**config.mk**
```make
export PLATFORM = sky130hd
export DESIGN_NAME = game_datapath
export DESIGN_NICKNAME = d
export VERILOG_FILES = /design/src/hdl/game_pkg.sv /design/src/hdl/game_control.sv /design/src/hdl/frame_timer.sv /design/src/hdl/map_drawer.sv /design/src/hdl/player_unit.sv /design/src/hdl/enemy_unit.sv /design/src/hdl/collision_detector.sv /design/src/hdl/pixel_arbiter.sv /design/src/hdl/game_datapath.sv
export SDC_FILE = /design/constraint.sdc
export NUM_CORES = 1
export LEC_CHECK = 0
export BUFFER_PORTS_ARGS = -buffer_cell sky130_fd_sc_hd__buf_2
export CAP_MARGIN = 10
export CORE_MARGIN = 2
export CORE_UTILIZATION = 57
export DETAILED_ROUTE_END_ITERATION = 16
export PLACE_DENSITY = 0.83
export RECOVER_POWER = 100
export SYNTH_ARGS = -nofsm -noshare
export SYNTH_HDL_FRONTEND = slang
export SYNTH_SLANG_ARGS = --single-unit
```
**constraint.sdc**
```tcl
create_clock -name clock -period 3.85 [get_ports clock]
set_input_delay 1.155 -clock clock [delete_from_list [all_inputs] [get_ports clock]]
set_output_delay 1.155 -clock clock [all_outputs]
set_load 0.05 [all_outputs]
```
**src/hdl/game_pkg.sv**
```systemverilog
`default_nettype none

package game_pkg;

	// screen coordinate widths, same as the vga side
	localparam int x_width = 9;
	localparam int y_width = 8;

	// play field, border ring is wall
	localparam int field_w = 16;
	localparam int field_h = 12;
	localparam int sprite_size = 2; // solid square sprites

	typedef logic [5:0] colour_t; // 2 bits per channel
	localparam colour_t wall_colour = 6'h15;
	localparam colour_t floor_colour = 6'h02;
	localparam colour_t player_colour = 6'h0c;
	localparam colour_t enemy_colour = 6'h30;

	// player action, also reused for facing
	typedef enum logic [2:0] {
		act_none = 3'b000,
		act_attack = 3'b001,
		act_up = 3'b010,
		act_down = 3'b011,
		act_left = 3'b100,
		act_right = 3'b101
	} action_t;

	localparam logic [x_width-1:0] player_start_x = 9'd2;
	localparam logic [y_width-1:0] player_start_y = 8'd2;
	localparam logic [x_width-1:0] enemy_start_x = 9'd12; // also the respawn point
	localparam logic [y_width-1:0] enemy_start_y = 8'd8;

	localparam int frame_ticks = 64; // idle cycles per frame, kept short for sim

endpackage

`default_nettype wire

```
**src/hdl/game_control.sv**
```systemverilog
`timescale 1ns/10ps
`default_nettype none

module game_control
(
	input logic clock,
	input logic reset,
	input logic idle_done, // frame period over
	input logic map_done,
	input logic player_done,
	input logic enemy_done,
	output logic init,
	output logic idle,
	output logic gen_move,
	output logic check_collide,
	output logic apply_action,
	output logic move_enemy,
	output logic draw_map,
	output logic draw_player,
	output logic draw_enemy
);

	logic [8:0] state; // one-hot, bit 0 init .. bit 8 draw_enemy
	logic advance; // current phase is finished

	// strobes come straight off the state bits
	assign {draw_enemy, draw_player, draw_map, move_enemy, apply_action,
		check_collide, gen_move, idle, init} = state;

	// single-cycle phases always move on
	assign advance = init || gen_move || check_collide || apply_action || move_enemy
		|| (idle && idle_done)
		|| (draw_map && map_done) // draw phases wait for their drawer
		|| (draw_player && player_done)
		|| (draw_enemy && enemy_done);

	always_ff @(posedge clock)
	begin
		if (reset)
			state <= 9'b0_0000_0001; // start in init
		else if (advance)
			state <= {state[7:1], state[8] | state[0], 1'b0}; // init and draw_enemy both go to idle
	end

	// one phase at a time, otherwise two drawers could fight over the pixel port
	assert property (@(posedge clock) disable iff (reset) $onehot(state));

endmodule

`default_nettype wire

```
**src/hdl/frame_timer.sv**
```systemverilog
`timescale 1ns/10ps
`default_nettype none

module frame_timer import game_pkg::*;
(
	input logic clock,
	input logic reset,
	input logic init,
	input logic idle,
	output logic idle_done
);

	logic [$clog2(frame_ticks+1)-1:0] count; // idle cycles seen so far

	// fires on the last idle cycle, drops as soon as idle ends
	assign idle_done = idle && (count == frame_ticks[$bits(count)-1:0]);

	always_ff @(posedge clock)
	begin
		if (reset || init || !idle || idle_done)
			count <= '0; // each idle period starts from zero
		else
			count <= count + 1'b1;
	end

endmodule

`default_nettype wire

```
**src/hdl/map_drawer.sv**
```systemverilog
`timescale 1ns/10ps
`default_nettype none

module map_drawer import game_pkg::*;
(
	input logic clock,
	input logic reset,
	input logic draw_map,
	input logic grant,
	output logic req,
	output logic [x_width-1:0] x,
	output logic [y_width-1:0] y,
	output colour_t colour,
	output logic map_done
);

	logic border; // current pixel is on the wall ring
	logic last_col;
	logic last_row;

	assign last_col = (x == field_w - 1);
	assign last_row = (y == field_h - 1);
	assign border = (x == 0) || (y == 0) || last_col || last_row;

	assign req = draw_map && !map_done; // pixels left while not done
	assign colour = border ? wall_colour : floor_colour;

	always_ff @(posedge clock)
	begin
		if (reset || !draw_map)
		begin
			x <= '0;
			y <= '0;
			map_done <= 1'b0;
		end
		else if (req && grant) // hold the pixel until granted
		begin
			if (last_col)
			begin
				x <= '0; // raster order, wrap to next row
				if (last_row)
					map_done <= 1'b1;
				else
					y <= y + 1'b1;
			end
			else
				x <= x + 1'b1;
		end
	end

endmodule

`default_nettype wire

```
**src/hdl/player_unit.sv**
```systemverilog
`timescale 1ns/10ps
`default_nettype none

module player_unit import game_pkg::*;
(
	input logic clock,
	input logic reset,
	input logic init,
	input logic c_attack,
	input logic c_up,
	input logic c_down,
	input logic c_left,
	input logic c_right,
	input logic gen_move,
	input logic apply_action,
	input logic draw_player,
	input logic grant,
	input logic player_blocked,
	input logic attack_hit,
	output logic [x_width-1:0] player_x,
	output logic [y_width-1:0] player_y,
	output action_t action,
	output action_t facing,
	output logic [7:0] score,
	output logic req,
	output logic [x_width-1:0] x,
	output logic [y_width-1:0] y,
	output colour_t colour,
	output logic player_done
);

	action_t next_action; // decoded buttons
	logic [1:0] idx; // sprite pixel, bit 0 col, bit 1 row

	// button priority attack > up > down > left > right
	always_comb
	begin
		if (c_attack)
			next_action = act_attack;
		else if (c_up)
			next_action = act_up;
		else if (c_down)
			next_action = act_down;
		else if (c_left)
			next_action = act_left;
		else if (c_right)
			next_action = act_right;
		else
			next_action = act_none;
	end

	always_ff @(posedge clock)
	begin
		if (reset || init)
		begin
			player_x <= player_start_x;
			player_y <= player_start_y;
			action <= act_none;
			facing <= act_down;
			score <= '0;
		end
		else
		begin
			if (gen_move)
			begin
				action <= next_action;
				if (next_action != act_none && next_action != act_attack)
					facing <= next_action; // only moves turn the player
			end
			if (apply_action)
			begin
				if (attack_hit && score != 8'hff)
					score <= score + 1'b1; // saturates
				if (!player_blocked)
				begin
					case (action)
						act_up: player_y <= player_y - 1'b1;
						act_down: player_y <= player_y + 1'b1;
						act_left: player_x <= player_x - 1'b1;
						act_right: player_x <= player_x + 1'b1;
						default: ; // attack or idle, stay put
					endcase
				end
			end
		end
	end

	assign req = draw_player && !player_done;
	assign x = player_x + x_width'(idx[0]);
	assign y = player_y + y_width'(idx[1]);
	assign colour = player_colour;

	always_ff @(posedge clock)
	begin
		if (reset || !draw_player)
		begin
			idx <= '0;
			player_done <= 1'b0;
		end
		else if (req && grant)
		begin
			idx <= idx + 1'b1;
			if (idx == 2'd3)
				player_done <= 1'b1; // last of four pixels went out
		end
	end

	// wall checks in the detector must keep the whole sprite on floor
	assert property (@(posedge clock) disable iff (reset)
		player_x >= 1 && player_x <= field_w - sprite_size - 1
		&& player_y >= 1 && player_y <= field_h - sprite_size - 1);

endmodule

`default_nettype wire

```
**src/hdl/enemy_unit.sv**
```systemverilog
`timescale 1ns/10ps
`default_nettype none

module enemy_unit import game_pkg::*;
(
	input logic clock,
	input logic reset,
	input logic init,
	input logic move_enemy,
	input logic draw_enemy,
	input logic grant,
	input logic enemy_block_x,
	input logic enemy_block_y,
	input logic attack_hit,
	input logic [x_width-1:0] player_x,
	input logic [y_width-1:0] player_y,
	output logic [x_width-1:0] enemy_x,
	output logic [y_width-1:0] enemy_y,
	output logic req,
	output logic [x_width-1:0] x,
	output logic [y_width-1:0] y,
	output colour_t colour,
	output logic enemy_done
);

	logic [1:0] idx; // sprite pixel counter

	always_ff @(posedge clock)
	begin
		if (reset || init)
		begin
			enemy_x <= enemy_start_x;
			enemy_y <= enemy_start_y;
		end
		else if (move_enemy)
		begin
			if (attack_hit)
			begin
				enemy_x <= enemy_start_x; // respawn
				enemy_y <= enemy_start_y;
			end
			else if (enemy_x != player_x && !enemy_block_x) // close x first
				enemy_x <= (enemy_x < player_x) ? enemy_x + 1'b1 : enemy_x - 1'b1;
			else if (enemy_y != player_y && !enemy_block_y)
				enemy_y <= (enemy_y < player_y) ? enemy_y + 1'b1 : enemy_y - 1'b1;
		end
	end

	assign req = draw_enemy && !enemy_done;
	assign x = enemy_x + x_width'(idx[0]);
	assign y = enemy_y + y_width'(idx[1]);
	assign colour = enemy_colour;

	// four pixels, row by row, stepping only on grant
	always_ff @(posedge clock)
	begin
		if (reset || !draw_enemy)
		begin
			idx <= '0;
			enemy_done <= 1'b0;
		end
		else if (req && grant)
		begin
			idx <= idx + 1'b1;
			if (idx == 2'd3)
				enemy_done <= 1'b1;
		end
	end

endmodule

`default_nettype wire

```
**src/hdl/collision_detector.sv**
```systemverilog
`timescale 1ns/10ps
`default_nettype none

module collision_detector import game_pkg::*;
(
	input logic clock,
	input logic reset,
	input logic check_collide,
	input logic [x_width-1:0] player_x,
	input logic [y_width-1:0] player_y,
	input action_t action,
	input action_t facing,
	input logic [x_width-1:0] enemy_x,
	input logic [y_width-1:0] enemy_y,
	output logic player_blocked,
	output logic enemy_block_x,
	output logic enemy_block_y,
	output logic attack_hit
);

	logic [x_width-1:0] px_next; // player origin after the move
	logic [y_width-1:0] py_next;
	logic [x_width-1:0] ex_next; // enemy origin after a step toward the player
	logic [y_width-1:0] ey_next;
	logic [x_width-1:0] dx; // player to enemy distance
	logic [y_width-1:0] dy;
	logic in_reach;

	// sprite with origin (sx, sy) overlaps the wall ring
	function automatic logic hits_wall(input logic [x_width-1:0] sx,
		input logic [y_width-1:0] sy);
		return sx == 0 || sx > field_w - sprite_size - 1
			|| sy == 0 || sy > field_h - sprite_size - 1;
	endfunction

	always_comb
	begin
		px_next = player_x;
		py_next = player_y;
		case (action)
			act_up: py_next = player_y - 1'b1;
			act_down: py_next = player_y + 1'b1;
			act_left: px_next = player_x - 1'b1;
			act_right: px_next = player_x + 1'b1;
			default: ; // no move, never blocked
		endcase
	end

	// same chase direction the enemy unit uses
	assign ex_next = (enemy_x < player_x) ? enemy_x + 1'b1
		: (enemy_x > player_x) ? enemy_x - 1'b1 : enemy_x;
	assign ey_next = (enemy_y < player_y) ? enemy_y + 1'b1
		: (enemy_y > player_y) ? enemy_y - 1'b1 : enemy_y;

	assign dx = (enemy_x > player_x) ? enemy_x - player_x : player_x - enemy_x;
	assign dy = (enemy_y > player_y) ? enemy_y - player_y : player_y - enemy_y;

	// reach of 2 along the facing axis, 1 across it
	assign in_reach = (facing == act_up || facing == act_down)
		? (dy <= 2 && dx <= 1) : (dx <= 2 && dy <= 1);

	always_ff @(posedge clock)
	begin
		if (reset)
		begin
			player_blocked <= 1'b0;
			enemy_block_x <= 1'b0;
			enemy_block_y <= 1'b0;
			attack_hit <= 1'b0;
		end
		else if (check_collide) // held until the next frame's check
		begin
			player_blocked <= hits_wall(px_next, py_next);
			enemy_block_x <= hits_wall(ex_next, enemy_y);
			enemy_block_y <= hits_wall(enemy_x, ey_next);
			attack_hit <= (action == act_attack) && in_reach;
		end
	end

endmodule

`default_nettype wire

```
**src/hdl/pixel_arbiter.sv**
```systemverilog
`timescale 1ns/10ps
`default_nettype none

module pixel_arbiter import game_pkg::*;
(
	input logic map_req,
	input logic [x_width-1:0] map_x,
	input logic [y_width-1:0] map_y,
	input colour_t map_colour,
	input logic ply_req,
	input logic [x_width-1:0] ply_x,
	input logic [y_width-1:0] ply_y,
	input colour_t ply_colour,
	input logic enm_req,
	input logic [x_width-1:0] enm_x,
	input logic [y_width-1:0] enm_y,
	input colour_t enm_colour,
	output logic map_grant,
	output logic ply_grant,
	output logic enm_grant,
	output logic [x_width-1:0] x_position,
	output logic [y_width-1:0] y_position,
	output colour_t colour,
	output logic vga_enable
);

	// fixed priority map > player > enemy
	assign map_grant = map_req;
	assign ply_grant = ply_req && !map_req;
	assign enm_grant = enm_req && !map_req && !ply_req;
	assign vga_enable = map_req || ply_req || enm_req; // same cycle as the grant

	always_comb
	begin
		x_position = '0; // quiet bus between writes
		y_position = '0;
		colour = '0;
		if (map_grant)
		begin
			x_position = map_x;
			y_position = map_y;
			colour = map_colour;
		end
		else if (ply_grant)
		begin
			x_position = ply_x;
			y_position = ply_y;
			colour = ply_colour;
		end
		else if (enm_grant)
		begin
			x_position = enm_x;
			y_position = enm_y;
			colour = enm_colour;
		end
	end

	// sequencer runs one draw phase at a time, so no drawer is ever stalled
	always_comb
	begin
		assert final ($onehot0({map_req, ply_req, enm_req}));
	end

endmodule

`default_nettype wire

```
**src/hdl/game_datapath.sv**
```systemverilog
`timescale 1ns/10ps
`default_nettype none

module game_datapath import game_pkg::*;
(
	input logic clock,
	input logic reset,
	input logic c_attack,
	input logic c_up,
	input logic c_down,
	input logic c_left,
	input logic c_right,
	output logic [x_width-1:0] x_position, // to the frame buffer
	output logic [y_width-1:0] y_position,
	output colour_t colour,
	output logic vga_enable,
	output logic [x_width-1:0] player_x, // status display
	output logic [y_width-1:0] player_y,
	output logic [7:0] score
);

	// phase strobes and their done handshakes
	logic init, idle, gen_move, check_collide, apply_action, move_enemy;
	logic draw_map, draw_player, draw_enemy;
	logic idle_done, map_done, player_done, enemy_done;

	action_t action, facing;
	logic [x_width-1:0] enemy_x;
	logic [y_width-1:0] enemy_y;
	logic player_blocked, enemy_block_x, enemy_block_y, attack_hit;

	// drawer ports into the arbiter
	logic map_req, ply_req, enm_req;
	logic map_grant, ply_grant, enm_grant;
	logic [x_width-1:0] map_x, ply_x, enm_x;
	logic [y_width-1:0] map_y, ply_y, enm_y;
	colour_t map_colour, ply_colour, enm_colour;

	game_control i_control (.*);
	frame_timer i_timer (.*);
	collision_detector i_collide (.*);
	pixel_arbiter i_arbiter (.*);

	map_drawer i_map (.clock, .reset, .draw_map, .grant(map_grant), .req(map_req),
		.x(map_x), .y(map_y), .colour(map_colour), .map_done);

	player_unit i_player (.*, .grant(ply_grant), .req(ply_req), .x(ply_x), .y(ply_y),
		.colour(ply_colour));

	enemy_unit i_enemy (.*, .grant(enm_grant), .req(enm_req), .x(enm_x), .y(enm_y),
		.colour(enm_colour));

endmodule

`default_nettype wire

```
Yosys cells after proc, flatten, opt, wreduce, memory -nomap -nowiden
Cells that the tools add are included.
Word-level totals
  flip-flop bits (word level): 92
  logic and storage cells: 188
Operators by class
  add/subtract/negate cells: 22
  $lt $le $gt $ge: 14
  eq/ne operators: 17
  multiplexer cells: 32
  bitwise logic cells: 3
  reductions and logical operators: 80
Operators with widths (count)
  $mux W9: 10
  $mux W8: 10
  $logic_not A9 Y1: 4
  $add A8 B1 Y8 const B: 4
  $logic_not A8 Y1: 4
  $logic_or A1 B1 Y1: 29
  $add A9 B1 Y9 const B: 3
  $gt A9 B4 Y1 const B: 3
  $gt A8 B4 Y1 const B: 3
  $logic_and A1 B1 Y1: 20
  $add A9 B1 Y9: 2
  $mux W6: 3
  $pmux W9 S2: 1
  $sub A9 B1 Y9 const B: 2
  $sub A9 B9 Y9: 2
  $add A8 B1 Y8: 2
  $pmux W8 S2: 1
  $sub A8 B1 Y8 const B: 2
  $sub A8 B8 Y8: 2
  $mux W3: 5
  $eq A3 B2 Y1 const B: 4
  $reduce_and A2 Y1: 6
  $logic_not A1 Y1: 11
  $eq A9 B4 Y1 const B: 1
  other kinds (27): 34

Depth between registers and ports, before layout
  word-level depth: 8
  depth in mapped cells: 14

Hierarchy
Synthesis repeated with hierarchy kept, for this count alone.
Second synthesis, totals
  cells, all modules: 1260
  area, all modules: 9975.8 um2
Modules (own cells, without submodules)
  collision_detector: times used 1, cells an instance 424, area an instance 3093.0 um2, seq. area each 80.1 um2
  player_unit: times used 1, cells an instance 273, area an instance 2298.5 um2, seq. area each 680.7 um2
  enemy_unit: times used 1, cells an instance 267, area an instance 2142.1 um2, seq. area each 400.4 um2
  map_drawer: times used 1, cells an instance 120, area an instance 972.2 um2, seq. area each 360.3 um2
  pixel_arbiter: times used 1, cells an instance 109, area an instance 818.3 um2, seq. area each 0.0 um2
  frame_timer: times used 1, cells an instance 38, area an instance 331.6 um2, seq. area each 140.1 um2
  game_control: times used 1, cells an instance 29, area an instance 320.3 um2, seq. area each 180.2 um2

Worst setup path before layout
No wires, ideal clock.
  kind: flip-flop to output port
  start: register i_control.state[6]
  end: output y_position[6]
  arrival: 2.511 ns
  required time: 2.695 ns
  setup slack: 0.184 ns
  stages on the path, launching flop included: 7
  path buffers: 2
  cells stage by stage: dfxtp_1 nor2b_1 clkbuf_1 nor3_1 clkbuf_1 a221oi_1 nor2_1
On the way
  word-level cells in the longest chain between the ends: 7
Ends and longest elaborated chain
  start, declared: RTL line game_control.sv:23  | logic [8:0] state;
  start signal, assigned: RTL line game_control.sv:42  | state <= {state[7:1], state[8] | state[0], 1'b0};
  $logic_and A1 B1 Y1 *: RTL line map_drawer.sv:25  | assign req = draw_map && !map_done;
  $logic_not A1 Y1: RTL line pixel_arbiter.sv:29, pixel_arbiter.sv:30
  $logic_and A1 B1 Y1 (2 in series): RTL line pixel_arbiter.sv:30  | assign enm_grant = enm_req && !map_req && !ply_req;
  $mux W8: RTL line pixel_arbiter.sv:50  | else if (enm_grant)
  $mux W8: RTL line pixel_arbiter.sv:44  | else if (ply_grant)
  $mux W8 *: RTL line pixel_arbiter.sv:38  | if (map_grant)
  end, declared: RTL line game_datapath.sv:14  | output logic [y_width-1:0] y_position,
Every way passes the cells marked *; elsewhere a longest branch is shown, timed or not.

Worst setup path in the final report
  start: register i_player.action[2]
  end: register i_collide.player_blocked
On the way
  word-level cells in the longest chain between the ends: 6
Ends and longest elaborated chain
  start, declared: RTL line player_unit.sv:22  | output action_t action,
  start signal, assigned: RTL line player_unit.sv:58  | action <= act_none;
  start signal, assigned: RTL line player_unit.sv:66  | action <= next_action;
  $eq A3 B3 Y1: RTL line collision_detector.sv:40  | case (action)
  $pmux W9 S2
  $gt A9 B4 Y1 or $logic_not A9 Y1 (tied branches): RTL line collision_detector.sv:32  | return sx == 0 || sx > field_w - sprite_size - 1
  $logic_or A1 B1 Y1: RTL line collision_detector.sv:32
  $logic_or A1 B1 Y1: RTL line collision_detector.sv:33  | || sy == 0 || sy > field_h - sprite_size - 1;
  $logic_or A1 B1 Y1 *: RTL line collision_detector.sv:33
  end signal, assigned: RTL line collision_detector.sv:73  | player_blocked <= hits_wall(px_next, py_next);
  end, declared: RTL line collision_detector.sv:15  | output logic player_blocked,
Marks and branches as above.
A chain may end at the register's enable or synchronous reset.

==> impl_metrics.toml <==
[floorplanning]
die_x_um = 120
rows = 42
start_util = 0.580
fp.coreArea_um2 = 13200
die_h_um = 120
ioPinCount = 56
dieArea_um2 = 14400

[timing]
clock_skew_ps = 7.70
worst_slew_margin_rel = -0.0239
setup_violations = 0
tightest_slew_ps = 1540
slew_violations = 39
hold_violations = 0
setup-tns-final_ps = 0
rsz0062_at_grt = "no"
period_share = 0.937
timing.fmax_ghz = 0.277
fin_crit_ps = 3610

[final_layout]
final_cell_area_um2 = 8490
syn_to_final_growth_pct = 11.1
postLayoutCoreUtil = 0.644
num-nets-final = 1152
drive_above_1_share = 0.0764
diodes = 0

[place]
place_area_um2 = 8230
place_congestion = 1.03
place_hpwl_um = 16900
portBuffers = 55

[grt]
antenna_found_initial = 0
grt.total_usage = 0.314
grt_max_degree = 39
grt-ovfl-total = 0
grt_pass1_vias = 7135
grt_pass1_wl_um = 36100

[critical_path]
arrival_ps = 3850
crit_top_cell = "a21o_1"
slowest_stage = "nor2b_1"
crit_path_end_kind = "register"
required_ps = 4090
startpoint_type = "register"
worstSetupPathType = "reg2reg"
critical-path-max-stage-delay_ps = 500
crit_chain = "nor2b_1 -> nand2_1 -> fa_1 -> a21o_1 -> a21o_1 -> a211oi_1 -> o21bai_1 -> a21oi_1 -> xnor2_1 -> or3_1 -> o2111ai_1 -> o31a_1"
cp_max_fo = 8

[logic_synthesis]
syn_area_per_cell_um2 = 7.52
syn-num-nets = 1099
synth_top_family_by_area = "simple AND/OR/NAND/NOR gates"
yosys_warnings = 0
muxShareOfSynthArea = 0.0408
synth_ff_type = "dfxtp_1"
synthesis.area_um2 = 7640
async_flop_share = 0
ys_ff_latch = 91
synth_compound_area_frac = 0.199
synth_top_cell_area_share = 0.238
postSynthCellCount = 1016
yosysUniqueCellTypes = 64
synthSimpleGateAreaFrac = 0.242
synth_edf_count = 0
yosys.area.top_type = "dfxtp_1"
synthAdderAreaFrac = 0.130
synthXorXnorAreaFrac = 0.0951
synth-seq-area-share = 0.238
netlist_top_cells_area = "dfxtp_1 (24%), ha_1 (11%), nor2_1 (7.2%), xnor2_1 (6.2%), a21oi_1 (4.8%)"

[detailed_routing]
route.detailed.drc = 0
drt-pass1-iter-count = 6
drtIter0Drc = 729
totalWireLength_um = 22200
detail-route-antenna-nets = 0
viasPerCell = 6.19
wl_per_cell_um = 17.8
vias = 7741

[power_and_ir_drop]
p_int_w = 0.00154
power.density_nw_per_um2 = 236
p_leak_nw = 3.50
net-switching-power_w = 0.000465
seq_power_share = 0.474
clkPwrFrac = 0.496
peakVddDrop_v = 0.000217
p_comb_frac = 0.030
swShare = 0.232

[flow_run]
cap_violations = 1

[cts]
cts_buffer_depth = 2
worstSkewPairLatency_ps = 350
tritoncts = "yes"
cts_htree_levels = 3
post_cts_buffers = 0
root_buffer = "clkbuf_16"
cts_sinks = 91
cts_made_buffers = 9
clk_pin_slew_ps = 70
cts-resized-gates = 0
cts_hold_buf = 0

[status]
outcome = "finished, violations left"
violations = "capacitance limit, slew limit"

[hold_path]
holdCritPathClass = "reg2reg"
-- sequential cells by signal (all words and copies together), names as in the netlist, 3 cells and up --
| register | flops |
|---|---|
| i_enemy.enemy_x | 9 |
| i_enemy.enemy_y | 8 |
| i_player.player_y | 8 |
| i_player.player_x | 9 |
| i_map.y | 8 |
| i_map.x | 9 |
| i_player.action | 3 |
| i_timer.count | 7 |
| i_player.score | 8 |
| i_control.state | 9 |
-- routing by layer --
metal	track usage	wire (um)	vias up
met5	0	0	-
met4	0.133	842	0
met3	0.0466	1410	58
met2	0.517	10300	335
met1	0.410	9640	3655
li1	-	-	3693
-- cells in the mapped netlist (all sizes together) (7+ instances only) --
| master | count |
|---|---|
| a211oi | 12 |
| a21o | 14 |
| or3 | 9 |
| nand2 | 64 |
| nor2b | 16 |
| dfxtp | 91 |
| xnor2 | 54 |
| o21ai | 47 |
| clkbuf | 45 |
| nand3 | 46 |
| nand2b | 13 |
| and2 | 11 |
| ha | 70 |
| o211ai | 12 |
| a31oi | 7 |
| nor2 | 147 |
| and3 | 11 |
| a21oi | 73 |
| inv | 57 |
| nor3 | 32 |
| nand4 | 14 |
| o21bai | 7 |
| xor2 | 29 |
| o22ai | 8 |
| nor4 | 9 |
| a221oi | 13 |
| mux2i | 30 |
-- final timing paths --
kind | from | endpoint | slack (ps) | cells after the start
max | i_player.action[2] | i_collide.player_blocked | 240 | 12
min | i_timer.count[0] | i_timer.count[0] | 460 | 1
max reg2reg | i_player.action[2] | i_collide.player_blocked | 240 | 12
min reg2reg | i_timer.count[0] | i_timer.count[0] | 460 | 1
-- power by group through the flow --
stage | sequential (W) | combinational, W | clock (W)
final | 0.000951 | 0.0000601 | 0.000996
after global routing | 0.000951 | 0.0000655 | 0.00104
after CTS | 0.000950 | 0.0000603 | 0.00100
after detailed placement | 0.000972 | 0.0000598 | 0
after global placement | 0.000972 | 0.0000591 | 0
after floorplan | 0.000971 | 0.0000413 | 0
-- worst max-delay path: cells and delay by family (launching register included) --
| kind | cells | cell delay [ps] |
|---|---|---|
| AO/OA/AOI/OAI | 7 | 1400 |
| adder cells (fa/ha/maj) | 1 | 490 |
| flip-flops | 1 | 410 |
| AND/OR/NAND/NOR | 3 | 1000 |
| XOR/XNOR | 1 | 200 |
-- metrics by stage --
step / worst slack (ps) / std cells / power, W / hold WS (ps)
detailed placement: 460 / 1234 / 0.00103 / 452
global placement: 572 / 1234 / 0.00103 / 441
floorplan: 184 / 1016 / 0.00101 / 426
CTS: 326 / 1250 / 0.00201 / 469
global route: 58.6 / 1250 / 0.00206 / 495
finish: 241 / 1250 / 0.00201 / 464
-- logic make-up after synthesis --
logic type / Yosys count
XOR/XNOR: 83
AND/OR/NAND/NOR: 391
flip-flops: 91
adder cells (fa/ha/maj): 76
multiplexers: 31
AO/OA/AOI/OAI: 236
buffers and inverters: 108
-- placed cells by master (no fill, tap or decap), types with 14 or more instances in the layout --
cell / count
a21o_1: 14
a21oi_1: 73
buf_4: 32
clkbuf_1: 38
clkbuf_2: 16
dfxtp_1: 91
ha_1: 70
inv_1: 57
mux2i_1: 30
nand2_1: 64
nand3_1: 46
nand4_1: 14
nor2_1: 147
nor2b_1: 15
nor3_1: 31
o21ai_0: 47
xnor2_1: 54
xor2_1: 29
-- cell type report --
class / count / area, um^2
multi-input cells: 817 / 5420
fillers: 1160 / 4700
flip-flops and latches: 91 / 1820
repair buffers: 92 / 494
clock buffers: 10 / 229
well taps: 176 / 220
inverters: 58 / 218
clock inverters: 6 / 93.8
No activity file was read; power rests on OpenSTA's default activity.
